===== src/logic/mem_cfg_pkg.sv =====
// RAM geometry shared by the memory command engine
// Widths for ports, interfaces and the RAM come from here

package mem_cfg_pkg;

  // Byte columns per word
  localparam int NB_COL = 4;

  localparam int COL_WIDTH = 9;                // Bits per column, parity-style 9-bit bytes
  localparam int WORD_W = NB_COL * COL_WIDTH;  // 36-bit word

  // Word count and matching address width
  localparam int RAM_DEPTH = 1024;
  localparam int ADDR_W = $clog2(RAM_DEPTH);

  // Fill length needs one more bit so a fill can cover every word
  localparam int LEN_W = ADDR_W + 1;

endpackage


===== src/logic/mem_cmd_pkg.sv =====
// Command and state encodings for the memory command engine
// Host opcodes and the fill engine states

package mem_cmd_pkg;

  // Host opcodes, 2 bits on the cmd_op port
  typedef enum logic [1:0] {
    OP_READ  = 2'd0,  // Read one word on port A
    OP_WRITE = 2'd1,  // Masked write on port A, returns merged word
    OP_FILL  = 2'd2,  // Background pattern fill on port B
    OP_RSVD  = 2'd3   // Illegal, answered with err
  } mem_op_t;

  // Fill engine states
  typedef enum logic {
    FILL_IDLE = 1'b0,  // Waiting for a request
    FILL_RUN  = 1'b1   // Writing one word per cycle
  } fill_state_t;

endpackage


===== src/logic/mem_port_if.sv =====
// One port of the byte-write RAM
// user side drives the access, ram side returns read data

interface mem_port_if #(
  parameter int NB_COL = mem_cfg_pkg::NB_COL,
  parameter int ADDR_W = mem_cfg_pkg::ADDR_W,
  parameter int WORD_W = mem_cfg_pkg::WORD_W
);

  logic              en;    // Port enable, read or write
  logic [NB_COL-1:0] we;    // Byte column write mask
  logic [ADDR_W-1:0] addr;  // Word address
  logic [WORD_W-1:0] din;   // Write data
  logic [WORD_W-1:0] dout;  // Registered read data, write-first

  // Requester side
  modport user (
    output en,
    output we,
    output addr,
    output din,
    input  dout
  );

  // Memory side
  modport ram (
    input  en,
    input  we,
    input  addr,
    input  din,
    output dout
  );

endinterface


===== src/logic/fill_execute.sv =====
// Background fill engine on RAM port B
// Takes one request at a time and writes the pattern one word per cycle,
// wrapping at the top address; requests while busy are rejected

module fill_execute (
  input  logic                           clka,
  input  logic                           reset,
  input  logic                           fill_start,
  input  logic [mem_cfg_pkg::ADDR_W-1:0] fill_addr,
  input  logic [mem_cfg_pkg::WORD_W-1:0] fill_data,
  input  logic [mem_cfg_pkg::LEN_W-1:0]  fill_len,
  mem_port_if.user                       port_b,
  output logic                           busy,
  output logic                           fill_done,   // Pulse, first idle cycle
  output logic                           fill_reject  // Pulse, request dropped
);

  mem_cmd_pkg::fill_state_t             state;
  logic [mem_cfg_pkg::ADDR_W-1:0]       cur_addr;   // Next word to write
  logic [mem_cfg_pkg::ADDR_W-1:0]       next_addr;
  logic [mem_cfg_pkg::WORD_W-1:0]       pattern;
  logic [mem_cfg_pkg::LEN_W-1:0]        remain;     // Words still to write
  logic                                 accept;

  assign accept = fill_start && (state == mem_cmd_pkg::FILL_IDLE);

  // Wrap modulo depth, also for depths that are not a power of two
  assign next_addr = (cur_addr == mem_cfg_pkg::ADDR_W'(mem_cfg_pkg::RAM_DEPTH - 1)) ?
                     '0 : cur_addr + 1'b1;

  assign busy        = (state == mem_cmd_pkg::FILL_RUN);
  assign port_b.en   = busy;
  assign port_b.we   = '1;  // Full words only
  assign port_b.addr = cur_addr;
  assign port_b.din  = pattern;

  always_ff @(posedge clka) begin
    if (reset) begin
      state       <= mem_cmd_pkg::FILL_IDLE;
      remain      <= '0;
      fill_done   <= 1'b0;
      fill_reject <= 1'b0;
    end else begin
      fill_done   <= 1'b0;
      fill_reject <= fill_start && !accept;
      case (state)
        mem_cmd_pkg::FILL_IDLE: begin
          if (accept) begin
            if (fill_len == '0) begin
              fill_done <= 1'b1;  // Empty fill finishes at once
            end else begin
              state  <= mem_cmd_pkg::FILL_RUN;
              remain <= fill_len;
            end
          end
        end
        default: begin
          remain <= remain - 1'b1;
          if (remain == mem_cfg_pkg::LEN_W'(1)) begin  // Last word this cycle
            state     <= mem_cmd_pkg::FILL_IDLE;
            fill_done <= 1'b1;
          end
        end
      endcase
    end
  end

  // Address and pattern
  always_ff @(posedge clka) begin
    if (accept) begin
      cur_addr <= fill_addr;
      pattern  <= fill_data;
    end else if (busy) begin
      cur_addr <= next_addr;
    end
  end

  // An accepted request starts writing at its own address the next cycle
  a_fill_starts : assert property (
    @(posedge clka) disable iff (reset)
    accept && (fill_len != '0) |=> port_b.en && (port_b.addr == $past(fill_addr))
  ) else $error("Accepted fill did not start at the requested address");

endmodule


===== src/flat_wrapper.sv =====
// flat-port wrapper written by rule: the top's interface ports become plain ports
module fill_execute_flat 
  (clka, reset, fill_start, fill_addr, fill_data, fill_len, busy, fill_done, fill_reject, port_b_en, port_b_we, port_b_addr, port_b_din, port_b_dout);
  mem_port_if port_b_i ();
  input  logic clka;
  input  logic reset;
  input  logic fill_start;
  input  logic [mem_cfg_pkg::ADDR_W-1:0] fill_addr;
  input  logic [mem_cfg_pkg::WORD_W-1:0] fill_data;
  input  logic [mem_cfg_pkg::LEN_W-1:0] fill_len;
  output logic busy;
  output logic fill_done;
  output logic fill_reject;
  output wire logic [$bits(port_b_i.en)-1:0] port_b_en;
  output wire logic [$bits(port_b_i.we)-1:0] port_b_we;
  output wire logic [$bits(port_b_i.addr)-1:0] port_b_addr;
  output wire logic [$bits(port_b_i.din)-1:0] port_b_din;
  input wire logic [$bits(port_b_i.dout)-1:0] port_b_dout;
  assign port_b_en = port_b_i.en;
  assign port_b_we = port_b_i.we;
  assign port_b_addr = port_b_i.addr;
  assign port_b_din = port_b_i.din;
  assign port_b_i.dout = port_b_dout;
  fill_execute u_core (.clka(clka), .reset(reset), .fill_start(fill_start), .fill_addr(fill_addr), .fill_data(fill_data), .fill_len(fill_len), .port_b(port_b_i), .busy(busy), .fill_done(fill_done), .fill_reject(fill_reject));
endmodule

===== config.mk =====
export PLATFORM = sky130hd
export DESIGN_NAME = fill_execute_flat
export DESIGN_NICKNAME = d
export VERILOG_FILES = /design/src/logic/mem_cfg_pkg.sv /design/src/logic/mem_cmd_pkg.sv /design/src/logic/mem_port_if.sv /design/src/logic/fill_execute.sv /design/src/flat_wrapper.sv
export SDC_FILE = /design/constraint.sdc
export NUM_CORES = 1
export LEC_CHECK = 0
export ABC_AREA = 1
export BUFFER_PORTS_ARGS = -buffer_cell sky130_fd_sc_hd__buf_2
export CORE_UTILIZATION = 40
export CTS_CLUSTER_SIZE = 20
export DETAILED_ROUTE_END_ITERATION = 6
export PLACE_DENSITY = 0.77
export SYNTH_ARGS = -nofsm -noshare
export SYNTH_HDL_FRONTEND = slang
export SYNTH_SLANG_ARGS = --single-unit
export TNS_END_PERCENT = 10

===== constraint.sdc =====
create_clock -name clka -period 1.7 [get_ports clka]
set_input_delay 0.17 -clock clka [delete_from_list [all_inputs] [get_ports clka]]
set_output_delay 0.17 -clock clka [all_outputs]
set_load 0.01 [all_outputs]

* Word-level counts from Yosys, hierarchy flattened
Index checks and enable logic that the tools add are counted.
Word-level totals: bits in registers 60, output and inout port bits 54, word-level logic and storage cells 32
Cells by class: add/sub/neg operators 2, equality and inequality tests 3, multiplexer cells 14, bitwise logic cells 1, reduce and logical (&&, ||, !) cells 6
Operators with widths (count):
- 2-to-1 mux 11 bit | 3
- 2-to-1 mux 10 bit | 3
- == test 11 x 1 -> 1 bit (second input constant) | 1
- logical NOT 11 bit | 1
- subtractor 11 x 1 -> 11 bit (second input constant) | 1
- adder 10 x 1 -> 10 bit (second input constant) | 1
- == test 10 bit (second input constant) | 1
- 2-to-1 mux 1 bit | 8
- logical AND 1 bit | 2
- != test 2 x 1 -> 1 bit (second input constant) | 1
- AND reduction 2 bit | 1
- nonzero test 2 bit | 1
- logical NOT 1 bit | 1
- NOT 1 bit | 1

* Longest topological paths before layout
depth in word-level cells 4, depth in mapped cells 10, depth with buffers taken out 10

* Least setup slack after synthesis
Ideal clock, no wire load.
path type register -> register, from register u_core.state (netlist: u_core.busy), to register u_core.pattern, in the netlist u_core.port_b.din[0], enable pin, library setup time 380 ps, data arrival time 1332 ps, path slack -12 ps, stages on the path, launching flop included 6, buffers on the path 2, clock period less this slack 1712 ps, cell sequence dfxtp_1 > inv_2 > nand2_2 > inv_2 > buf_6 > buf_2
On the way: word-level cells in the longest chain between the ends 2
Ends and longest elaborated chain:
- start: declaration | line fill_execute.sv:18 | mem_cmd_pkg::fill_state_t state;
- start signal: assignment | line fill_execute.sv:39 | state <= mem_cmd_pkg::FILL_IDLE;
- start signal: assignment | line fill_execute.sv:52 | state <= mem_cmd_pkg::FILL_RUN;
- start signal: assignment | line fill_execute.sv:60 | state <= mem_cmd_pkg::FILL_IDLE;
- NOT 1 bit
- logical AND 1 bit | line fill_execute.sv:25 | assign accept = fill_start && (state == mem_cmd_pkg::FILL_IDLE);
- named net u_core.accept | line fill_execute.sv:23 | logic accept;
- end signal: assignment | line fill_execute.sv:72 | pattern <= fill_data;
- end: declaration | line fill_execute.sv:21 | logic [mem_cfg_pkg::WORD_W-1:0] pattern;
The timed path passes the listed nets, and every way through them passes these cells. A chain may end at the register's enable or synchronous reset.

* Worst setup path in the final report
from register u_core.cur_addr, in the netlist u_core.port_b.addr[0], to register u_core.cur_addr, in the netlist u_core.port_b.addr[3] (data pin)
On the way: word-level cells in the longest chain between the ends 4
Ends and longest elaborated chain:
- start: declaration | line fill_execute.sv:19 | logic [mem_cfg_pkg::ADDR_W-1:0] cur_addr;
- start signal: assignment | line fill_execute.sv:71 | cur_addr <= fill_addr;
- start signal: assignment | line fill_execute.sv:74 | cur_addr <= next_addr;
- adder 10 x 1 -> 10 bit or == test 10 bit (tied branches) | line fill_execute.sv:29, fill_execute.sv:28
- 2-to-1 mux 10 bit * | line fill_execute.sv:28 | assign next_addr = (cur_addr == mem_cfg_pkg::ADDR_W'(mem_cfg_pkg::RAM_DEPTH - 1)) ?
- 2-to-1 mux 10 bit * | line fill_execute.sv:73 | end else if (busy) begin
- 2-to-1 mux 10 bit * | line fill_execute.sv:70 | if (accept) begin
Mark *: on every way between the ends. The rest lies on a longest branch, timed or not. The select of a mux whose other input is x is not followed.

==> metrics.txt <==
status finished clean; initial antenna violation count 0; synthesized cell area 2630 um2; detailed-route DRC error count 0; post-synthesis adder-cell area fraction 1.43%; fin. max-slew vios 0; die width 83.1 um; final worst path period share 94.3%; DRC violation total after the first TritonRoute iteration 95; Core Footprint 6350 um2; Final Skew 9.50 ps; drt pass-1 iters 5; Ys Warns 0; reg2reg setup slack 100 ps; Clk Latency, worst-skew pair 330 ps; Mapped Cells 261; reg2reg path depth 8; Slew @ Worst Pin 505 ps; Worst VDD drop 0.555 mV; met1 usage in global routing 22.9%; PwrDens 1030 nW/um2; leakage 0.00165 uW; endpoints failing setup 0; Die ar. 6910 um2; Initial Utilization 41.4%; max_slew headroom 66.3%; mux cell area share after synthesis 0%; maximum fanout along the worst path 6; grt total ovfl 0; Synth Area in Compound Gates 6.28%; Worst-path clk slew 70 ps; Critical Path AT 1680 ps; Avg Cell Area, Syn 10.1 um2; Yosys cell types 34; largest net degree at the start of global routing 40; drt total wl 6250 um; Max Cap Violations 0; Vias 2,271; antenna cells 0; M2 GR Usage 29.3%; Peak Freq 624 MHz; xor and xnor area share after synthesis 0.999%; hold path cells 1; reg2reg start u_core.port_b.addr[0]$_DFFE_PP_; met3 usage 4.97%; Layout Nets 487; vias in the first global route 2,100; Filler cells 555; slack of the critical path 97.2 ps; Hold Vio Cnt, Final 0; Post-DRT Antenna Nets 0; hold crit path type in -> reg; WL per Instance 13.3 um; Simple-Gate Fraction of Synth Area 22.1%; most frequent cells in the layout buf_2, nand2_1, edfxtp_1, nor2_1; deepest clock path buffer count 2; Tmin final 1600 ps; crit path capture type flip-flop; Sum Neg Setup Slack 0 ps; Req. time, crit path 1780 ps; sequential area share after synthesis 63.1%; first-pass GRT wire length 9690 um; Placement Setup Slack 71.1 ps; critical setup path kind reg -> reg; site row count 29; Die Y 83.1 um; Ports 150; flops & latches, synth 60; TritonCTS Buffers 9; I/O Buffers 109; drt via density 4.84; R2R Path End u_core.port_b.addr[3]$_DFFE_PP_; share of layout cells above drive strength 1 36.5%; Final HPWL DP 4360 um; Hold Startpoint fill_data[23]; TritonCTS clock tree yes; clock root buffer clkbuf_8; worst hold path endpoint u_core.port_b.din[23]$_DFFE_PP_; area grow syn2layout 35.5%; CTS sink cnt 60; most common cell after layout, fill and taps aside buf_2; total global-route track usage 18.0%; CP Launch Type flip-flop; layer carrying the most global-route usage met2; H-Tree Depth 3; main combinational cell family by area after synthesis simple AND/OR/NAND/NOR gates; RD Place Congestion 0.889
cell families (layout without fill, tap and decap cells):
logic type      Yosys count  in the layout
buf+inv                  34            162
xor+xnor                  3              3
other cells               1              4
simple gates            132            132
fa+ha+maj                 3              3
flops                    60             60
compound gates           28             28
metal layers:
layer  vias to the layer above  share of wire, %
met5                         -                 0
met4                         0               1.5
met3                        14               7.0
met2                       111                49
met1                      1023                43
li1                       1123                 -
area by class of cell:
class	instances	area, um2	share of cell area, %
clock inverters	6	56.3	1.58
repair buffers	123	688	19.3
well taps	77	96.3	2.70
flip-flops and latches	60	1660	46.6
inverters	24	90.1	2.53
multi-input cells	170	848	23.8
clock buffers	9	124	3.47
Yosys cell counts (all sizes together):
library cell	count	area (um2)
nand2	71	282
edfxtp	46	1380
nor2	26	110
inv	24	90.1
nand3	22	110
dfxtp	14	280
o21ai	13	72.6
a21oi	8	40.0
buf	8	58.8
nand4	6	37.5
ha	3	37.5
nor3	3	15.0
or2	3	18.8
clkbuf	2	7.51
o21bai	2	15.0
xnor2	2	17.5
a31o	1	8.76
a31oi	1	6.26
conb	1	3.75
nor3b	1	7.51
o211ai	1	7.51
o21a	1	7.51
o31ai	1	7.51
xor2	1	8.76
how the worst max path moves through the flow:
stage                     cells after the start  slack (ps)                               to                             from
after floorplan                               8         170  u_core.port_b.addr[5]$_DFFE_PP_  u_core.port_b.addr[0]$_DFFE_PP_
after global placement                        8          90  u_core.port_b.addr[9]$_DFFE_PP_  u_core.port_b.addr[0]$_DFFE_PP_
after detailed placement                      8          70  u_core.port_b.addr[9]$_DFFE_PP_  u_core.port_b.addr[0]$_DFFE_PP_
after CTS                                     8          70  u_core.port_b.addr[3]$_DFFE_PP_  u_core.port_b.addr[0]$_DFFE_PP_
after global routing                          8         -10  u_core.port_b.addr[1]$_DFFE_PP_  u_core.port_b.addr[0]$_DFFE_PP_
final                                         8         100  u_core.port_b.addr[3]$_DFFE_PP_  u_core.port_b.addr[0]$_DFFE_PP_
where the power goes:
part	internal (uW)	leakage (uW)	switching [uW]
combinational	272	0.000997	381
clock	655	0.0000923	537
sequential	1730	0.000560	85.7
total	2660	0.00165	1000
per-stage QoR:
stage                     utilization [%]  power (uW)  instance area [um2]  std cells  hold slack [ps]
after floorplan                         -        2230                 2650        264              269
after global placement               51.2        2450                 3250        443              347
after detailed placement             51.2        2470                 3250        443              349
after CTS                            55.2        3670                 3500        465            0.204
after global routing                 56.1        3860                 3560        469           0.0425
final                                56.1        3660                 3560        469             18.0
critical path, stage by stage (launching register included):
cell and delay, ps:
edfxtp_1 370, ha_1 190, nand2_1 90, nor2_2 120, nand3_2 130, o21ai_4 210
o21ai_4 110, nand3_1 90, nand2_1 50
sequential cells by signal, indices dropped and copies added (netlist names):
signal              flops
u_core.fill_reject      1
u_core.port_b.din      36
u_core.fill_done        1
u_core.port_b.addr     10
u_core.busy             1
u_core.remain          11
repair_timing:
item	CTS	global route
setup endpoints to repair	0	7
resized for setup	0	4
buffers inserted	0	1
hold buffers	7	3
endpoints found under the hold margin	7	3
(Power assumes the default switching activity.)
