**config.mk**
```make
export PLATFORM = sky130hd
export DESIGN_NAME = result_stage
export DESIGN_NICKNAME = d
export VERILOG_FILES = /design/src/logic/mem_cfg_pkg.sv /design/src/logic/result_stage.sv
export SDC_FILE = /design/constraint.sdc
export NUM_CORES = 1
export LEC_CHECK = 0
export BUFFER_PORTS_ARGS = -buffer_cell sky130_fd_sc_hd__buf_2
export CAP_MARGIN = 20
export CORE_MARGIN = 4
export CORE_UTILIZATION = 36
export CTS_CLUSTER_DIAMETER = 40
export CTS_CLUSTER_SIZE = 10
export DETAILED_ROUTE_END_ITERATION = 8
export GPL_ROUTABILITY_DRIVEN = 1
export PLACE_DENSITY = 0.84
export SLEW_MARGIN = 5
export SYNTH_ARGS = -nofsm -noshare
export SYNTH_HDL_FRONTEND = slang
export SYNTH_SLANG_ARGS = --single-unit
export TNS_END_PERCENT = 100
```
**constraint.sdc**
```tcl
create_clock -name clka -period 1.54 [get_ports clka]
set_input_delay 0.077 -clock clka [delete_from_list [all_inputs] [get_ports clka]]
set_output_delay 0.077 -clock clka [all_outputs]
set_load 0.02 [all_outputs]
```
**src/logic/mem_cfg_pkg.sv**
```systemverilog
// RAM geometry shared by the memory command engine
// Widths for ports, interfaces and the RAM come from here

package mem_cfg_pkg;

  // Byte columns per word
  localparam int NB_COL = 4;

  localparam int COL_WIDTH = 9;                // Bits per column, parity-style 9-bit bytes
  localparam int WORD_W = NB_COL * COL_WIDTH;  // 36-bit word

  // Word count and matching address width
  localparam int RAM_DEPTH = 1024;
  localparam int ADDR_W = $clog2(RAM_DEPTH);

  // Fill length needs one more bit so a fill can cover every word
  localparam int LEN_W = ADDR_W + 1;

endpackage

```
**src/logic/result_stage.sv**
```systemverilog
// Response stage
// Lines the command tags up with RAM read data and registers the host
// response and error pulses, three cycles after the command strobe

module result_stage (
  input  logic                           clka,
  input  logic                           reset,
  input  logic                           rd_tag,       // Aligned with port A enable
  input  logic                           bad_op_tag,
  input  logic                           fill_reject,  // Already one cycle later
  input  logic [mem_cfg_pkg::WORD_W-1:0] port_a_dout,
  output logic                           rsp_valid,
  output logic [mem_cfg_pkg::WORD_W-1:0] rsp_data,
  output logic                           err
);

  logic rd_d;   // rd_tag lined up with dout
  logic bad_d;

  always_ff @(posedge clka) begin
    if (reset) begin
      rd_d      <= 1'b0;
      bad_d     <= 1'b0;
      rsp_valid <= 1'b0;
      err       <= 1'b0;
    end else begin
      rd_d      <= rd_tag;
      bad_d     <= bad_op_tag;
      rsp_valid <= rd_d;
      err       <= bad_d || fill_reject;  // Both causes arrive in the same cycle
    end
  end

  // Data register follows the valid flag
  always_ff @(posedge clka) begin
    if (rd_d) begin
      rsp_data <= port_a_dout;
    end
  end

  // One command per cycle, so a response slot carries data or an error
  a_rsp_err_exclusive : assert property (
    @(posedge clka) disable iff (reset)
    !(rsp_valid && err)
  ) else $error("rsp_valid and err raised for the same command slot");

endmodule

```
# Word level (Yosys, flattened, before mapping)
# Cells that the tools add are included.
# Widths: inputs -> output; s select.
# word_totals
output_inout_bits,38
reg_bits,40
# op_classes
n_reduce_logical,1
# op_table
cell,n
$logic_or 1x1->1,1

# Longest topological paths before layout
# Gate-level depths: netlist (run 1).
# logic_depth
depth_word,1
mapped_depth,1

# Least setup slack after synthesis (run 1)
# Ideal clock, no wire load.
# synth_path
kind,reg2reg
startpoint,register rd_d
endpoint,register rsp_data[0] (netlist bit) (enable)
path_stages_with_launch,1
setup_time_ns,0.396
path_slack_ns,0.078
t_required_ns,1.144
arrival_ns,1.066
period_less_slack_ns,1.462
path_cell_list,dfxtp_1
# synth_rtl
item,line,text
start: declaration,result_stage.sv:17,logic rd_d;
start signal: assignment,result_stage.sv:27,rd_d <= rd_tag;
end signal: assignment,result_stage.sv:37,rsp_data <= port_a_dout;
end: declaration,result_stage.sv:13,"output logic [mem_cfg_pkg::WORD_W-1:0] rsp_data,"
# No word-level cell between the ends.

# Worst setup path after layout (run 1)
# layout_path
startpoint,register rsp_data[17] (netlist bit)
endpoint,output rsp_data[17] (netlist bit)
# No word-level cell between the ends.

==> results of run 1 <==
-- cells by family (layout without fill, tap and decap cells) --
| logic type | Yosys count | after routing |
|---|---|---|
| AND/OR/NAND/NOR | 3 | 3 |
| AO/OA/AOI/OAI | 1 | 1 |
| flip-flops | 40 | 40 |
| buffers and inverters | 0 | 127 |
-- layout make-up --
class / instances / share of cell area
Timing Repair Buffer: 119 / 0.378
Multi-Input combinational cell: 4 / 0.0172
Sequential cell: 40 / 0.551
Tap cell: 44 / 0.0261
Clock buffer: 6 / 0.0196
Clock inverter: 2 / 0.00772
-- cell usage after synthesis --
cell type,number
o21ba_2,1
dfxtp_1,4
and2b_2,3
edfxtp_1,36
-- state kept, by name, indices dropped and copies added (netlist names) --
register / cells
rsp_data: 36
bad_d: 1
rsp_valid: 1
err: 1
rd_d: 1
-- worst max-delay path by stage --
stage	end	slack, ps	cells after the start
4_1_cts	rsp_data[17]	520	1
2_1_floorplan	rsp_data[0]	80	0
3_5_place_dp	rsp_data[27]	620	1
5_1_grt	rsp_data[17]	460	1
3_3_place_gp	rsp_data[12]	640	1
6_report	rsp_data[17]	520	1
-- per-layer routing --
layer | routed length (um) | up-vias | track usage
met5 | 0 | - | 0
met4 | 93 | 0 | 0.0933
met3 | 377 | 11 | 0.0923
met2 | 1350 | 62 | 0.235
met1 | 1070 | 409 | 0.165
li1 | - | 424 | -
-- cells in the final DEF (no fill, tap or decap) --
| cell | n |
|---|---|
| edfxtp_1 | 36 |
| buf_2 | 78 |
| and2b_2 | 3 |
| dfxtp_1 | 4 |
| clkinvlp_4 | 1 |
| clkinv_4 | 1 |
| clkbuf_4 | 5 |
| buf_4 | 2 |
| o21ba_2 | 1 |
| clkbuf_1 | 1 |
| dlygate4sd3_1 | 39 |
-- report_power, final --
part	switching (mW)	total [mW]	internal, mW
registers	0.0120	1.25	1.23
logic	0.113	0.247	0.134
clock network	0.326	0.508	0.182
total	0.451	2.00	1.55
-- metrics by stage --
| step | hold slack (ps) | cells | cell area [sq um] | setup slack (ps) | power (mW) |
|---|---|---|---|---|---|
| 2_1_floorplan | 176 | 44 | 1200 | 78.0 | 1.35 |
| 3_3_place_gp | 254 | 168 | 1660 | 643 | 1.43 |
| 3_5_place_dp | 255 | 168 | 1660 | 618 | 1.44 |
| 4_1_cts | 0.206 | 215 | 2110 | 517 | 2.02 |
| 5_1_grt | 12.9 | 215 | 2110 | 460 | 2.11 |
| 6_report | 24.0 | 215 | 2110 | 524 | 2.00 |
==> flow_metrics.tcl, run 1 <==
set metrics [dict create \
    max_stage_delay_ps 420 \
    grt_pass1_vias 971 \
    worstHoldStart "reset" \
    start_util 0.383 \
    r2r-end "rsp_data[1]" \
    drive_gt1_frac 0.532 \
    seqCellArea_sq_um 1160 \
    area_growth_pct 75.9 \
    synth_top_family_by_area "simple AND/OR/NAND/NOR gates" \
    numCtsBuffers 5 \
    yosysWarnings 0 \
    synth_compound_area_frac 0.00836 \
    period_minus_slack_ps 1020 \
    maxCapViolCount 0 \
    tightest_slew_ps 260 \
    critPathTopFamily "flip-flops" \
    die_area_sq_um 4310 \
    fmax_ghz 0.985 \
    muxShareOfSynthArea 0 \
    ios 79 \
    yosysSeqAreaShare 0.970 \
    n_antenna_cell 0 \
    cp.buffers_inverters 1 \
    reg2reg_from "rd_d" \
    multi_input_area_sq_um 36.3 \
    rrSetupSlack_ps 610 \
    critPathLaunchType "register" \
    synth_top_cell_by_area "edfxtp_1" \
    drt_first_pass_iters 4 \
    io_buffers 78 \
    dr.first_iter.drc_count 27 \
    clock_path_buffers 2 \
    setup_viol 0 \
    synthesis.instances 44 \
    worst_ep_arrival_time_ps 940 \
    cts_resized 0 \
    cp.required_ps 1460 \
    ctsHoldBuffers 39 \
    grt.overflow.total 0 \
    antenna_found_initial 0 \
    final_core_util 0.673 \
    synth_xor_xnor_area_share 0 \
    synth_simple_gate_area_share 0.0219 \
    whs_path_depth 2 \
    htreeDepth 2 \
    p_per_area_nw_per_um2 950 \
    final_net_count 211 \
    worstPathMaxFanout 1 \
    die_h_um 65.7 \
    worstPathCellList "buf_2" \
    hold_end "err" \
    reg2reg_depth 1 \
    grt_max_degree 22 \
    wirelength_um 2890 \
    synth_seq_cells 40 \
    hold_class "input port to register" \
    maxSlewHeadroom 0.827 \
    synth_adder_area_share 0 \
    ant_nets 0 \
    fin_skew_ps 10.5 \
    clk_latency_ps 350 \
    vdd_ir_drop_max_mv 0.750 \
    fin_crit_sh 0.660 \
    criticalPathCategory "register to primary output" \
    cts_root_buf "clkbuf_4" \
    clkSlewWorstSetupHoldPaths_ps 120 \
    cpMaxStageDelayCell "edfxtp_1" \
    cts_tree "done" \
    nFillCells 214 \
    via_per_inst 4.21 \
    rsz0062_at_grt "no" \
    synth_cell_type_count 4 \
    synth_area_leaders "edfxtp_1 90%, dfxtp_1 6.7%, and2b_2 2.2%, o21ba_2 0.84%" \
    worstSetupEndpointType "primary output" \
    cts_setup_buffers 0 \
    cp-startpoint "rsp_data[17]" \
    dieWidth_um 65.7 \
    num_vias 906 \
    grt_pass1_wl_um 4730 \
    fp.coreArea_sq_um 3130 \
    rows 20 \
    grt.total_usage 0.155 \
    place_congestion 0.702 \
    yosysTopAreaCellShare 0.903 \
    power.leakage_nw 0.900 \
    outcome "finished clean" \
    drc_errors 0 \
    fin_tns_setup_ps 0 \
    syn_area_sq_um 1200 \
    syn_nets 85 \
    clock-sinks 40 \
    synth.avg_cell_area_sq_um 27.2 \
    drv_slew 0 \
    post_drt_wl_per_cell_um 13.4 \
    hold_violations 0 \
]
(Power assumes the default switching activity.)
==> inputs of run 2 (changes only) <==
--- a/config.mk
+++ b/config.mk
@@ -5,6 +5,7 @@
 export SDC_FILE = /design/constraint.sdc
 export NUM_CORES = 1
 export LEC_CHECK = 0
+export ABC_AREA = 1
 export BUFFER_PORTS_ARGS = -buffer_cell sky130_fd_sc_hd__buf_2
 export CAP_MARGIN = 20
 export CORE_MARGIN = 4
==> constraint.sdc (replaced) <==
create_clock -name clka -period 0.9 [get_ports clka]
set_input_delay 0.045 -clock clka [delete_from_list [all_inputs] [get_ports clka]]
set_output_delay 0.045 -clock clka [all_outputs]
set_load 0.02 [all_outputs]
==> run 2 against run 1 <==
Via count down 0.22%. Highest routed layer unchanged. Sequential power grew 72%. Global-route usage fell by 0.24 points. The run now ends with negative setup slack left. Non-clock buffer count rose by 1. Register-to-register slack got worse by 550 ps. Largest cell class unchanged. Design area rose by 9.6%.
==> flow_metrics.tcl, run 2 <==
set metrics [dict create \
    maxSlewHeadroom 0.903 \
    critPathTopFamily "flip-flops" \
    worstPathMaxFanout 1 \
    post_drt_wl_per_cell_um 14.2 \
    drc_errors 0 \
    violations "negative setup slack" \
    final.setup.worst_slack_ps -38.8 \
    drt_first_pass_iters 4 \
    tightest_slew_ps 145 \
    synth_top_cell_by_area "edfxtp_1" \
    htreeDepth 2 \
    ant_nets 0 \
    grt_max_degree 21 \
    grt_pass1_vias 1026 \
    syn_nets 89 \
    synth_seq_cells 40 \
    power.leakage_nw 0.977 \
    clkSlewWorstSetupHoldPaths_ps 100 \
    hold_class "input port to register" \
    worst_ep_arrival_time_ps 890 \
    hold_violations 0 \
    final_cell_mix "50 x buf_2, 40 x dlygate4sd3_1, 36 x edfxtp_1" \
    antenna_found_initial 0 \
    fin_crit_sh 1.04 \
    clock-sinks 40 \
    outcome "complete, but fails checks" \
    rrSetupSlack_ps 60 \
    p_per_area_nw_per_um2 1540 \
    cp.required_ps 850 \
    top_register "rsp_data" \
    p_int_mw 2.79 \
    cp.buffers_inverters 1 \
    fp.coreArea_sq_um 3100 \
    clk_latency_ps 330 \
    num_vias 904 \
    critPathLaunchType "register" \
    wirelength_um 3130 \
    numCtsBuffers 5 \
    yosysSeqAreaShare 0.975 \
    n_antenna_cell 0 \
    period_minus_slack_ps 939 \
    io_buffers 78 \
    place_congestion 0.682 \
    async_flop_share 0 \
    start_util 0.384 \
    total_power_mw 3.55 \
    dieWidth_um 65.5 \
    synth.avg_cell_area_sq_um 24.8 \
    p_comb_frac 0.140 \
    largest_reg_flops 36 \
    cts_root_buf "clkbuf_4" \
    worstPathCellList "buf_6" \
    maxCapViolCount 0 \
    syn_area_sq_um 1190 \
    layout_commonest_cell "buf_2" \
    synth_common_cells "36 x edfxtp_1, 5 x nor2_1, 4 x dfxtp_1" \
    synth_area_leaders "edfxtp_1 91%, dfxtp_1 6.7%, nor2_1 1.6%, inv_1 0.95%" \
    synthesis.instances 48 \
    worstSetupEndpointType "primary output" \
    rsz0062_at_grt "yes" \
    criticalPathCategory "register to primary output" \
    synth_edf_count 36 \
    p_seq_frac 0.605 \
    rows 20 \
    drive_gt1_frac 0.500 \
    via_per_inst 4.11 \
    power_switching_uw 753 \
    yosysTopAreaCellShare 0.908 \
    cts_setup_buffers 0 \
    yosysWarnings 0 \
    nFillCells 213 \
    grt_pass1_wl_um 4690 \
    place_ws_ps 72.4 \
    synth.most_common_cell "edfxtp_1" \
    area_growth_pct 93.8 \
    die_h_um 65.5 \
    ios 79 \
    fin_hold_ws_ps 419 \
    cts_tree "done" \
    cpMaxStageDelayCell "edfxtp_1" \
    fin_skew_ps 3.30 \
    vdd_ir_drop_max_mv 1.17 \
    fmax_ghz 1.07 \
    clock_path_buffers 2 \
    final_net_count 216 \
    dr.first_iter.drc_count 28 \
    setup_viol 34 \
    max_stage_delay_ps 410 \
    ys.flop_type "edfxtp_1" \
    p_clk_frac 0.255 \
    grt.overflow.total 0 \
    grt.total_usage 0.153 \
    drv_slew 0 \
    switching_share 0.212 \
    die_area_sq_um 4290 \
    synth_cell_type_count 4 \
]
-- run 2: path summary, 6_finish.rpt --
kind	startpoint	end	depth (start not counted)
max	rsp_data[9]	rsp_data[9]	1
min	port_a_dout[17]	rsp_data[17]	2
max reg2reg	rd_d	rsp_data[25]	1
min reg2reg	bad_d	err	2
-- run 2: routing by layer --
layer / global-route usage / up-vias / wire (um)
li1: - / 433 / -
met1: 0.135 / 415 / 951
met2: 0.302 / 50 / 1900
met3: 0.0581 / 6 / 225
met4: 0.0622 / 0 / 54
met5: 0 / - / 0
-- run 2: layout make-up --
cell class / instances / area (sq um) / share of cell area
well taps: 44 / 55.1 / 0.0238
multi-input cells: 5 / 18.8 / 0.00813
clock buffers: 8 / 58.8 / 0.0255
flip-flops and latches: 40 / 1170 / 0.505
repair buffers: 120 / 998 / 0.433
inverters: 3 / 11.3 / 0.00488
-- run 2: logic make-up (layout without fill, tap and decap cells) --
group,Yosys count,in the layout,synth area share
buffers and inverters,3,131,0.00945
flip-flops,40,40,0.975
AND/OR/NAND/NOR,5,5,0.0158
-- run 2: stage by stage --
step,instance area [sq um],std cells,util,TNS (ps)
finish,2310,220,0.744,-550
global route,2310,220,0.744,-2200
CTS,2190,220,0.706,-1340
detailed placement,1680,172,0.542,0
global placement,1680,172,0.542,0
floorplan,1190,48,-,0
-- run 2: power groups by stage --
stage                     registers (mW)  logic (mW)  clock network (mW)
after global routing                2.15       0.530                1.01
after CTS                           2.14       0.454               0.946
final                               2.15       0.497               0.903
after floorplan                     2.29     0.00698                   0
after global placement              2.17       0.293                   0
after detailed placement            2.17       0.304                   0
-- run 2: timing repair --
item | CTS | global route
resized for setup | 16 | 39
setup endpoints to repair | 36 | 38
hold buffers | 40 | 0
hold endpoints to repair | 40 | 0
==> inputs of run 3 (changes only) <==
--- a/config.mk
+++ b/config.mk
@@ -9,12 +9,12 @@
 export BUFFER_PORTS_ARGS = -buffer_cell sky130_fd_sc_hd__buf_2
 export CAP_MARGIN = 20
 export CORE_MARGIN = 4
-export CORE_UTILIZATION = 36
+export CORE_UTILIZATION = 35
 export CTS_CLUSTER_DIAMETER = 40
 export CTS_CLUSTER_SIZE = 10
 export DETAILED_ROUTE_END_ITERATION = 8
 export GPL_ROUTABILITY_DRIVEN = 1
-export PLACE_DENSITY = 0.84
+export PLACE_DENSITY = 0.82
 export SLEW_MARGIN = 5
 export SYNTH_ARGS = -nofsm -noshare
 export SYNTH_HDL_FRONTEND = slang
==> run 3 against run 2 <==
The run still ends with negative setup slack left. Sequential power is essentially flat. Design area grew 1.7%. Total power grew 6.7%. Fmax decreased by 3.8%. First-iteration DRC count up 18%. Die area up 2.5%. Via count is 1.7% higher. Critical path type unchanged. Highest routed layer unchanged.
==> flow_metrics.tcl, run 3 (synthesized netlist as in run 2, its figures left out) <==
set metrics [dict create \
    outcome "complete, but fails checks" \
    violations "negative setup slack" \
    critPathLaunchType "register" \
    p_per_area_nw_per_um2 1610 \
    cp.buffers_inverters 1 \
    fin_crit_sh 1.08 \
    hold_class "input port to register" \
    fp.coreArea_sq_um 3150 \
    ant_nets 0 \
    clock-sinks 40 \
    post_drt_wl_per_cell_um 15.9 \
    final_net_count 217 \
    cts_root_buf "clkbuf_4" \
    dr.first_iter.drc_count 33 \
    cts_setup_buffers 0 \
    stdcell_count 221 \
    clk_latency_ps 340 \
    via_per_inst 4.16 \
    worst_ep_arrival_time_ps 930 \
    cp.required_ps 850 \
    final.setup.worst_slack_ps -75.7 \
    grt_max_degree 15 \
    dieWidth_um 66.3 \
    worstSetupEndpointType "primary output" \
    fin_area_sq_um 2350 \
    place_congestion 0.694 \
    cpMaxStageDelayCell "edfxtp_1" \
    total_power_mw 3.78 \
    drive_gt1_frac 0.514 \
    maxSlewHeadroom 0.886 \
    maxCapViolCount 0 \
    wirelength_um 3500 \
    worstPathMaxFanout 1 \
    critPathTopFamily "flip-flops" \
    cts_tree "done" \
    die_area_sq_um 4400 \
    placed_area_sq_um 1700 \
    n_antenna_cell 0 \
    grt.total_usage 0.178 \
    power.leakage_nw 0.995 \
    grt_pass1_wl_um 5270 \
    start_util 0.378 \
    fin_skew_ps 17.1 \
    num_vias 919 \
    largest_reg_flops 36 \
    area_growth_pct 97.2 \
    worstPathCellList "buf_6" \
    clock_path_buffers 2 \
    grt_pass1_vias 1080 \
    nFillCells 197 \
    period_minus_slack_ps 976 \
    drc_errors 0 \
    fin_tns_setup_ps -870 \
    final_cell_mix "51 x buf_2, 40 x dlygate4sd3_1, 36 x edfxtp_1" \
    tightest_slew_ps 171 \
    io_buffers 78 \
    die_h_um 66.3 \
    clkSlewWorstSetupHoldPaths_ps 120 \
    hold_violations 0 \
    antenna_found_initial 0 \
    drt_first_pass_iters 4 \
    dp.cells 173 \
    fmax_ghz 1.02 \
    max_stage_delay_ps 440 \
    hpwl_um 1950 \
    layout_commonest_cell "buf_2" \
    drv_slew 0 \
    top_register "rsp_data" \
    rsz0062_at_grt "yes" \
    numCtsBuffers 5 \
    htreeDepth 2 \
    criticalPathCategory "register to primary output" \
    rows 20 \
    grt.overflow.total 0 \
    place_ws_ps 74.8 \
    vdd_ir_drop_max_mv 1.23 \
    setup_viol 32 \
    ios 79 \
]
run 3: final cells by class:
cell class | count | area (sq um) | share of cell area
Inverter | 3 | 11.3 | 0.00479
Clock inverter | 2 | 35.0 | 0.0149
Timing Repair Buffer | 121 | 1020 | 0.434
Sequential cell | 40 | 1170 | 0.497
Clock buffer | 6 | 41.3 | 0.0176
Tap cell | 44 | 55.1 | 0.0234
Multi-Input combinational cell | 5 | 18.8 | 0.00799
run 3: through the flow:
stage                      util  hold WS [ps]
after floorplan               -           107
after global placement    0.539           221
after global routing      0.745           378
final                     0.745           407
after detailed placement  0.539           224
after CTS                 0.710           381
run 3: repair_timing:
action / in CTS / in global routing
hold buffers: 40 / 0
setup endpoints to repair: 36 / 38
cloned: 0 / 0
resized for setup: 20 / 37
endpoints found under the hold margin: 40 / 0
run 3: final timing paths:
path	start	to	slack (ps)	cells past startpoint
max	rsp_data[16]	rsp_data[16]	-80	1
min	port_a_dout[19]	rsp_data[19]	410	2
max reg2reg	rd_d	rsp_data[30]	40	1
min reg2reg	bad_d	err	510	2
run 3: layer usage:
metal | up-vias | GRT usage | part of all wire
met5 | - | 0 | 0
met4 | 0 | 0.122 | 0.017
met3 | 6 | 0.0918 | 0.12
met2 | 61 | 0.315 | 0.52
met1 | 418 | 0.151 | 0.34
li1 | 434 | - | -
run 3: report_power, final:
part / switching, mW / internal, mW / leakage [nW]
Sequential: 0.0369 / 2.11 / 0.372
Combinational: 0.210 / 0.303 / 0.581
Clock: 0.538 / 0.583 / 0.0422
