### config.mk
export PLATFORM = sky130hd
export DESIGN_NAME = cmd_decode_flat
export DESIGN_NICKNAME = d
export VERILOG_FILES = /design/src/logic/mem_cfg_pkg.sv /design/src/logic/mem_cmd_pkg.sv /design/src/logic/mem_port_if.sv /design/src/logic/cmd_decode.sv /design/src/flat_wrapper.sv
export SDC_FILE = /design/constraint.sdc
export NUM_CORES = 1
export LEC_CHECK = 0
export ABC_AREA = 0
export BUFFER_PORTS_ARGS = -buffer_cell sky130_fd_sc_hd__clkbuf_2
export CORE_AREA = 2 2 82 84
export DETAILED_ROUTE_END_ITERATION = 12
export DIE_AREA = 0 0 84 86
export GPL_ROUTABILITY_DRIVEN = 1
export PLACE_DENSITY = 0.7
export SKIP_CTS_REPAIR_TIMING = 1
export SYNTH_ARGS = -nofsm -noshare
export SYNTH_HDL_FRONTEND = slang
export SYNTH_SLANG_ARGS = --single-unit
### constraint.sdc
create_clock -name clka -period 0.8 [get_ports clka]
set_clock_uncertainty 0.05 [all_clocks]
set_input_delay 0.12 -clock clka [delete_from_list [all_inputs] [get_ports clka]]
set_output_delay 0.12 -clock clka [all_outputs]
set_load 0.02 [all_outputs]
### src/logic/mem_cfg_pkg.sv
// RAM geometry shared by the memory command engine
// Widths for ports, interfaces and the RAM come from here

package mem_cfg_pkg;

  // Byte columns per word
  localparam int NB_COL = 4;

  localparam int COL_WIDTH = 9;                // Bits per column, parity-style 9-bit bytes
  localparam int WORD_W = NB_COL * COL_WIDTH;  // 36-bit word

  // Word count and matching address width
  localparam int RAM_DEPTH = 1024;
  localparam int ADDR_W = $clog2(RAM_DEPTH);

  // Fill length needs one more bit so a fill can cover every word
  localparam int LEN_W = ADDR_W + 1;

endpackage

### src/logic/mem_cmd_pkg.sv
// Command and state encodings for the memory command engine
// Host opcodes and the fill engine states

package mem_cmd_pkg;

  // Host opcodes, 2 bits on the cmd_op port
  typedef enum logic [1:0] {
    OP_READ  = 2'd0,  // Read one word on port A
    OP_WRITE = 2'd1,  // Masked write on port A, returns merged word
    OP_FILL  = 2'd2,  // Background pattern fill on port B
    OP_RSVD  = 2'd3   // Illegal, answered with err
  } mem_op_t;

  // Fill engine states
  typedef enum logic {
    FILL_IDLE = 1'b0,  // Waiting for a request
    FILL_RUN  = 1'b1   // Writing one word per cycle
  } fill_state_t;

endpackage

### src/logic/mem_port_if.sv
// One port of the byte-write RAM
// user side drives the access, ram side returns read data

interface mem_port_if #(
  parameter int NB_COL = mem_cfg_pkg::NB_COL,
  parameter int ADDR_W = mem_cfg_pkg::ADDR_W,
  parameter int WORD_W = mem_cfg_pkg::WORD_W
);

  logic              en;    // Port enable, read or write
  logic [NB_COL-1:0] we;    // Byte column write mask
  logic [ADDR_W-1:0] addr;  // Word address
  logic [WORD_W-1:0] din;   // Write data
  logic [WORD_W-1:0] dout;  // Registered read data, write-first

  // Requester side
  modport user (
    output en,
    output we,
    output addr,
    output din,
    input  dout
  );

  // Memory side
  modport ram (
    input  en,
    input  we,
    input  addr,
    input  din,
    output dout
  );

endinterface

### src/logic/cmd_decode.sv
// Host command decoder
// Registers one strobe per cycle into a port A access, a fill request
// or an illegal-opcode tag, all valid the cycle after the strobe

module cmd_decode (
  input  logic                             clka,
  input  logic                             reset,
  input  logic                             cmd_valid,  // One-cycle command strobe
  input  logic [1:0]                       cmd_op,
  input  logic [mem_cfg_pkg::ADDR_W-1:0]   cmd_addr,
  input  logic [mem_cfg_pkg::WORD_W-1:0]   cmd_data,
  input  logic [mem_cfg_pkg::NB_COL-1:0]   cmd_be,     // WRITE byte mask
  input  logic [mem_cfg_pkg::LEN_W-1:0]    cmd_len,    // FILL word count
  mem_port_if.user                         port_a,
  output logic                             fill_start,
  output logic [mem_cfg_pkg::ADDR_W-1:0]   fill_addr,
  output logic [mem_cfg_pkg::WORD_W-1:0]   fill_data,
  output logic [mem_cfg_pkg::LEN_W-1:0]    fill_len,
  output logic                             rd_tag,     // Port A returns data next cycle
  output logic                             bad_op_tag
);

  mem_cmd_pkg::mem_op_t op;
  logic                 is_access;  // READ or WRITE
  logic                 is_fill;
  logic                 is_bad;

  assign op = mem_cmd_pkg::mem_op_t'(cmd_op);

  // Opcode decode, qualified by the strobe
  always_comb begin
    is_access = 1'b0;
    is_fill   = 1'b0;
    is_bad    = 1'b0;
    case (op)
      mem_cmd_pkg::OP_READ,
      mem_cmd_pkg::OP_WRITE: is_access = cmd_valid;
      mem_cmd_pkg::OP_FILL:  is_fill   = cmd_valid;
      default:               is_bad    = cmd_valid;  // OP_RSVD
    endcase
  end

  // Control flags
  always_ff @(posedge clka) begin
    if (reset) begin
      port_a.en  <= 1'b0;
      rd_tag     <= 1'b0;
      fill_start <= 1'b0;
      bad_op_tag <= 1'b0;
    end else begin
      port_a.en  <= is_access;
      rd_tag     <= is_access;  // Writes also return the merged word
      fill_start <= is_fill;
      bad_op_tag <= is_bad;
    end
  end

  // Payload, captured every cycle
  always_ff @(posedge clka) begin
    port_a.we   <= (op == mem_cmd_pkg::OP_WRITE) ? cmd_be : '0;  // READ uses empty mask
    port_a.addr <= cmd_addr;
    port_a.din  <= cmd_data;
    fill_addr   <= cmd_addr;
    fill_data   <= cmd_data;
    fill_len    <= cmd_len;
  end

  // An illegal opcode must never reach the RAM
  a_bad_op_no_access : assert property (
    @(posedge clka) disable iff (reset)
    !(bad_op_tag && port_a.en)
  ) else $error("Illegal opcode drove a port A access");

endmodule

### src/flat_wrapper.sv
// flat-port wrapper written by rule: the top's interface ports become plain ports
module cmd_decode_flat 
  (clka, reset, cmd_valid, cmd_op, cmd_addr, cmd_data, cmd_be, cmd_len, fill_start, fill_addr, fill_data, fill_len, rd_tag, bad_op_tag, port_a_en, port_a_we, port_a_addr, port_a_din, port_a_dout);
  mem_port_if port_a_i ();
  input  logic clka;
  input  logic reset;
  input  logic cmd_valid;
  input  logic [1:0] cmd_op;
  input  logic [mem_cfg_pkg::ADDR_W-1:0] cmd_addr;
  input  logic [mem_cfg_pkg::WORD_W-1:0] cmd_data;
  input  logic [mem_cfg_pkg::NB_COL-1:0] cmd_be;
  input  logic [mem_cfg_pkg::LEN_W-1:0] cmd_len;
  output logic fill_start;
  output logic [mem_cfg_pkg::ADDR_W-1:0] fill_addr;
  output logic [mem_cfg_pkg::WORD_W-1:0] fill_data;
  output logic [mem_cfg_pkg::LEN_W-1:0] fill_len;
  output logic rd_tag;
  output logic bad_op_tag;
  output wire logic [$bits(port_a_i.en)-1:0] port_a_en;
  output wire logic [$bits(port_a_i.we)-1:0] port_a_we;
  output wire logic [$bits(port_a_i.addr)-1:0] port_a_addr;
  output wire logic [$bits(port_a_i.din)-1:0] port_a_din;
  input wire logic [$bits(port_a_i.dout)-1:0] port_a_dout;
  assign port_a_en = port_a_i.en;
  assign port_a_we = port_a_i.we;
  assign port_a_addr = port_a_i.addr;
  assign port_a_din = port_a_i.din;
  assign port_a_i.dout = port_a_dout;
  cmd_decode u_core (.clka(clka), .reset(reset), .cmd_valid(cmd_valid), .cmd_op(cmd_op), .cmd_addr(cmd_addr), .cmd_data(cmd_data), .cmd_be(cmd_be), .cmd_len(cmd_len), .port_a(port_a_i), .fill_start(fill_start), .fill_addr(fill_addr), .fill_data(fill_data), .fill_len(fill_len), .rd_tag(rd_tag), .bad_op_tag(bad_op_tag));
endmodule
======== After elaboration in Yosys (flattened, before gate mapping) ========
Cells that the tools add are included.
W data, S select, Z words.
word-level totals
  input port bits ......................... 102
  output and inout port bits .............. 111
  word-level logic and storage cells ...... 16
  flip-flop bits (word level) ............. 64
operators by class
  bitwise logic cells ..................... 2
  reduce and logical (&&, ||, !) cells .... 5
  equal/unequal tests ..................... 2
operators with widths
  operator              number
  $reduce_or A2 Y1      3
  $reduce_or A4 Y1      1
  $eq A2 B1 Y1 const B  1
  $eq A2 B2 Y1 const B  1
  $logic_not A2 Y1      1
  $not A1 Y1            2

======== Depth between registers and ports, before layout ========
Gate-level depths: netlist (run 1).
  depth in word-level cells ............... 4
  gate-level depth with buffers ........... 4

======== Least setup slack after synthesis (run 1) ========
OpenSTA, ideal clock, no wires.
  kind .................................... flip-flop to output port
  start point ............................. register u_core.port_a.addr[0]
  end point ............................... output port port_a_addr[0]
  arrival time ............................ 595 ps
  data required time ...................... 630 ps
  cell stages (with the launch flop) ...... 2
  path slack .............................. 35 ps
  cells stage by stage .................... dfxtp_1 buf_4
RTL lines
  element                 line                RTL
  start, declared         mem_port_if.sv:20   output addr,
  start signal, assigned  cmd_decode.sv:61    port_a.addr <= cmd_addr;
  end, declared           flat_wrapper.sv:21  output wire logic [$bits(port_a_i.addr)-1:0] port_a_addr;
No word-level cell between the ends.

======== Final worst setup path (run 1) ========
  start point ............................. register u_core.port_a.din[13]
  end point ............................... output port port_a_din[13]
RTL lines
  element                 line                RTL
  start, declared         mem_port_if.sv:21   output din,
  start signal, assigned  cmd_decode.sv:62    port_a.din <= cmd_data;
  end, declared           flat_wrapper.sv:22  output wire logic [$bits(port_a_i.din)-1:0] port_a_din;
No word-level cell between the ends.

==> metrics.md, run 1 <==
| Metric | Value |
|---|---|
| Final setup viols | 113 |
| Top cells by area, synth | dfxtp_1 74%, buf_4 20%, ha_1 2.2% |
| Yosys warning count | 0 |
| Post-DR wirelength/cell | 14.4 µm |
| I/O pin count | 213 |
| Worst setup EP type | primary output |
| CTS Sinks | 64 |
| Vias per inst | 3.90 |
| Sequential fraction of the synthesis area | 0.735 |
| Core ar. | 0.00628 mm² |
| Startpoint Class | flop |
| Antenna viol nets, final | 0 |
| Clock root buffer | clkbuf_8 |
| Area grow syn2layout | 128% |
| Cts bufs inserted | 9 |
| Total track usage | 0.102 |
| Kind of critical path | flop to primary output |
| Largest net degree at the start of global routing | 11 |
| Cell row count | 29 |
| DP Area | 0.00238 mm² |
| #FFs+latches synth | 64 |
| Worst Path Buf+Inv | 1 |
| Cell family with most CP delay | flip-flops |
| Antenna diode count | 0 |
| CP max FO | 2 |
| Post-detail-place hpwl | 3170 µm |
| Vias in the first global route | 1222 |
| Residual DRC | 0 |
| Power consumption | 0.00812 W |
| Failing checks | negative setup slack |
| Iter 0 DRT Violations | 32 |
| CTS tree | done |
| Final Util | 0.632 |
| Finished layout cell area | 0.00397 mm² |
| Post-Route WL | 5940 µm |
| Worst slew pin tran | 0.156 ns |
| Most common cell after layout, fill and taps aside | buf_6 |
| Final std cells w/o fill | 413 |
| Die extent in y | 86 µm |
| Critical path's slowest cell | dfxtp_2 |
| Relative slew margins | 0.896 |
| Min Hold Slack | 0.147 ns |
| Crit-path max cell delay | 0.36 ns |
| Total nets after synthesis | 231 |
| Layout cell share with drive strength beyond 1 | 0.762 |
| Top cell type's share of synthesized area | 0.735 |
| Clock Pin Slew Worst Setup and Hold Paths | 0.07 ns |
| CP Data Arrival Time | 0.82 ns |
| Vias post-DR | 1610 |
| Power Dens Cells | 2040 mW/mm² |
| Final Slew Violations | 0 |
| Die width | 84 µm |
| Placed insts | 334 |
| Number of port buffers | 176 |
| Number of max-cap violations | 0 |
| GP Congestion | 0.651 |
| Drt pass-1 iters | 5 |
| RSZ-0062 raised after global routing | true |
| H-tree levels | 3 |
| Critical-path cell list | buf_6 |
| Synthesized area per cell | 13.8 µm² |
| Cells after synthesis | 126 |
| Area of the die | 0.00722 mm² |
| Nets@finish | 436 |
| Mapped cell area | 0.00174 mm² |
| Final WS setup | -0.188 ns |
| Max Clk Rate | 1010 MHz |
| Grt ovf | 0 |
| Status | finished with violations |
| CTS Buffer Depth | 2 |
| Initial antenna violation count | 0 |
| Final hold violations | 0 |
| Starting density of the core | 0.278 |
| Most frequent cells in the layout | 101 x buf_6, 65 x clkbuf_2, 63 x dlygate4sd3_1, 62 x dfxtp_2, 12 x clkbuf_8 |
| Global-route wire length before repair | 5520 µm |
| Critical Path RT | 0.63 ns |
| Cell variety after synth | 8 |
| Yosys top cell by area | dfxtp_1 |
| Final Critical Period | 0.988 ns |
| Final period utilization | 1.24 |
| Peak supply drop | 1.29 mV |
| LEAKAGE | 1.92 nW |
| Worst Hold Class | input port to flop |
-- cell usage after synthesis --
library cell	n
and2_1	4
buf_4	47
dfxtp_1	64
ha_1	3
inv_1	3
nand2b_4	1
nor2_1	3
nor3_2	1
-- layer usage --
layer | routed length, µm | up-vias | track usage
met5 | 0 | - | 0
met4 | 172 | 0 | 0.0572
met3 | 562 | 14 | 0.0722
met2 | 3430 | 110 | 0.169
met1 | 1770 | 740 | 0.0922
li1 | - | 746 | -
-- state kept, by name, indices dropped and copies added (netlist names) --
| register | flops |
|---|---|
| u_core.bad_op_tag | 1 |
| u_core.fill_len | 11 |
| u_core.port_a.we | 4 |
| u_core.port_a.addr | 10 |
| u_core.rd_tag | 1 |
| u_core.fill_start | 1 |
| u_core.port_a.din | 36 |
-- logic make-up (layout without fill, tap and decap cells) --
kind of cell               Yosys count  in the layout  synth area share
adders and majority gates            3              3            0.0215
buffers and inverters               50            260             0.209
DFF                                 64             64             0.735
and+or+nand+nor                      9              9            0.0345
-- per-stage QoR --
step | setup WS, ns | TNS (ns)
after global placement | -0.0555 | -0.0636
after CTS | -0.262 | -24.56
after global routing | -0.232 | -23.36
after floorplan | 0.0351 | 0
final | -0.188 | -17.86
after detailed placement | -0.0533 | -0.156
-- worst paths after layout --
path / end / from / depth (start not counted) / slack, ns
worst max-delay path: port_a_din[13] / u_core.port_a.din[13] / 1 / -0.19
worst min-delay path: u_core.bad_op_tag / cmd_op[1] / 4 / 0.15
-- where the power goes --
part / total (W) / leakage, nW / switching (W) / internal (W)
Clock: 0.00315 / 0.117 / 0.00113 / 0.00201
Sequential: 0.00353 / 0.542 / 0.000136 / 0.00339
Combinational: 0.00144 / 1.26 / 0.000606 / 0.000834
Total: 0.00812 / 1.92 / 0.00188 / 0.00624
-- area by class of cell --
type / instances / area, µm²
inverter: 3 / 11.3
timing repair buffer: 241 / 2170
clock buffer: 14 / 173
fill: 468 / 2310
multi-input combinational: 12 / 97.6
tap: 77 / 96.3
clock inverter: 2 / 60.1
sequential: 64 / 1360
-- tightest hold or removal path, delay by kind of cell --
family | cells | cell delay, ns
adders and majority gates | 1 | 0.14
buffers and inverters | 2 | 0.18
and+or+nand+nor | 1 | 0.04
(Power assumes the default switching activity.)
==> run 2, diff against run 1 <==
==> constraint.sdc (replaced) <==
create_clock -name clka -period 1.1 [get_ports clka]
set_clock_uncertainty 0.05 [all_clocks]
set_input_delay 0.165 -clock clka [delete_from_list [all_inputs] [get_ports clka]]
set_output_delay 0.165 -clock clka [all_outputs]
set_load 0.02 [all_outputs]
==> run 2 against run 1 <==
Effect of this change:
- the flow now finishes without violations
- die area unchanged
- power down 32%
- sequential cell count stayed put
- final area decreased by 19%
- non-clock buffer count down 4
- clock power decreased by 30%
- setup slack improved by 0.23 ns
- cell count fell by 1.2%
- critical path type unchanged
==> metrics.md, run 2 (same netlist as run 1, synthesis figures left out) <==
| Metric | Value |
|---|---|
| Final Util | 0.514 (-0.118) |
| Final Slew Violations | 0 (unchanged) |
| Placed insts | 332 (-0.60%) |
| Critical-path cell list | clkbuf_2 |
| CTS Buffer Depth | 2 (unchanged) |
| Cts bufs inserted | 9 (unchanged) |
| Worst slew pin tran | 0.149 ns (-0.00671 ns) |
| Worst setup EP type | primary output |
| GRT met2 Usage | 0.161 (-0.00800) |
| Routing usage on met1 | 0.0864 (-0.00579) |
| Worst Path Buf+Inv | 1 (unchanged) |
| CP max FO | 2 (unchanged) |
| Post-detail-place hpwl | 3080 µm (-3.1%) |
| Area grow syn2layout | 85.3% |
| Hold_sp | cmd_valid |
| GP Congestion | 0.648 (-0.49%) |
| Fill count | 546 (+17%) |
| Total track usage | 0.0982 (-0.00380) |
| Peak supply drop | 1.01 mV (-22%) |
| Initial antenna violation count | 0 (unchanged) |
| Antenna diode count | 0 (unchanged) |
| Register area | 0.00128 mm² (-5.6%) |
| H-tree levels | 3 (unchanged) |
| Drt pass-1 iters | 4 (-1) |
| Post-DR wirelength/cell | 11.5 µm (-20%) |
| Nets@finish | 432 (-0.92%) |
| Antenna viol nets, final | 0 (unchanged) |
| Startpoint Class | flop |
| Status | completed |
| I/O pin count | 213 (unchanged) |
| Starting density of the core | 0.278 (unchanged) |
| Clock Pin Slew Worst Setup and Hold Paths | 0.06 ns (about the same) |
| Setup crit start | u_core.port_a.addr[9] |
| Kind of critical path | flop to primary output |
| Max Clk Rate | 947 MHz |
| Number of port buffers | 176 (unchanged) |
| Largest reg by FF count | u_core.port_a.din |
| Top flop regs | u_core.port_a.din x36, u_core.fill_len x11, u_core.port_a.addr x10 |
| CTS tree | done |
| Relative slew margins | 0.901 (+0.00490) |
| Max FFs per register | 36 (unchanged) |
| Hold Path End | u_core.bad_op_tag |
| Met3 layer usage reported by global route | 0.0683 (-0.00385) |
| Final setup viols | 0 (-100%) |
| RSZ-0062 raised after global routing | true |
| Area of the die | 0.00722 mm² (unchanged) |
| Final period utilization | 0.960 |
| Vias post-DR | 1504 (-6.6%) |
| Critical Path RT | 0.88 ns (+0.25 ns) |
| Number of max-cap violations | 0 (unchanged) |
| Critical path's slowest cell | dfxtp_1 |
| Residual DRC | 0 (unchanged) |
| Cell count of the worst hold path | 3 (-1) |
| Final std cells w/o fill | 408 (-1.2%) |
| Cell family with most CP delay | flip-flops |
| Grt ovf | 0 (unchanged) |
| LEAKAGE | 1.71 nW (-11%) |
| Vias in the first global route | 1186 (-2.9%) |
| Cell row count | 29 (unchanged) |
| Most common cell after layout, fill and taps aside | clkbuf_2 |
| Global-route wire length before repair | 5240 µm (-5.1%) |
| Die extent in y | 86 µm (unchanged) |
| Post-Route WL | 4710 µm (-21%) |
| Core ar. | 0.00628 mm² (unchanged) |
| Clock root buffer | clkbuf_8 |
| Power Dens Cells | 1700 mW/mm² (-17%) |
| Min Hold Slack | 0.0419 ns (-0.105 ns) |
| Final Critical Period | 1.06 ns |
| Crit-path max cell delay | 0.34 ns (-0.02 ns) |
| CP Data Arrival Time | 0.84 ns (+0.02 ns) |
| Layout cell share with drive strength beyond 1 | 0.583 (-0.179) |
| Iter 0 DRT Violations | 26 (-19%) |
| CTS Sinks | 64 (unchanged) |
| Die width | 84 µm (unchanged) |
| Most frequent cells in the layout | 144 x clkbuf_2, 63 x dfxtp_1, 61 x dlygate4sd3_1, 20 x buf_2, 12 x buf_4 |
| Multi-input logic area | 97.6 µm² (unchanged) |
| DP Area | 0.00237 mm² (-0.63%) |
| Finished layout cell area | 0.00323 mm² (-19%) |
| Vias per inst | 3.69 (-5.4%) |
| GR peak layer | met2 |
| Power consumption | 0.00548 W (-32%) |
| Largest net degree at the start of global routing | 11 (unchanged) |
| Worst Hold Class | input port to flop |
| Final hold violations | 0 (unchanged) |
## run 2: cell types whose count changed in the layout (fill, tap and decap cells not counted), moves of 2 or more
cell           before  now
buf_2               4   20
buf_6             101    0
clkbuf_2           65  144
dlygate4sd3_1      63   61
dfxtp_2            62    1
dfxtp_1             2   63
buf_4               8   12
## run 2: report_power, final
part / leakage (nW) / internal (W) / switching [W]
clock network: 0.112 / 0.00138 / 0.000803
registers: 0.538 / 0.00244 / 0.0000553
logic: 1.06 / 0.000380 / 0.000418
total: 1.71 / 0.00421 / 0.00128
## run 2: cell type report
| type | count | area share |
|---|---|---|
| repair buffers | 237 | 0.471 |
| clock inverters | 3 | 0.0201 |
| clock buffers | 12 | 0.0480 |
| well taps | 77 | 0.0298 |
| inverters | 3 | 0.00349 |
| flip-flops and latches | 64 | 0.397 |
| multi-input cells | 12 | 0.0302 |
## run 2: worst max-delay path by stage
stage	endpoint	cells after the start
floorplan	port_a_addr[0]	1
global placement	u_core.bad_op_tag	4
detailed placement	u_core.bad_op_tag	4
CTS	port_a_addr[4]	1
global route	fill_data[0]	1
finish	port_a_addr[9]	1
## run 2: worst min-delay path, stage by stage
cell and delay, ns:
clkbuf_2 0.10, nand2b_4 0.07, nor3_2 0.03
## run 2: stage by stage
| step | TNS, ns | setup WS (ns) |
|---|---|---|
| after global routing | -0.167 | -0.0195 |
| after CTS | -0.0216 | -0.00946 |
| final | 0 | 0.0435 |
| after detailed placement | 0 | 0.177 |
| after global placement | 0 | 0.200 |
| after floorplan | 0 | 0.290 |
## run 2: per-layer routing
metal	vias to the layer above	wire (µm)	share of wire
met5	-	0	0
met4	0	79	0.017
met3	7	461	0.098
met2	99	2570	0.55
met1	659	1600	0.34
li1	739	-	-
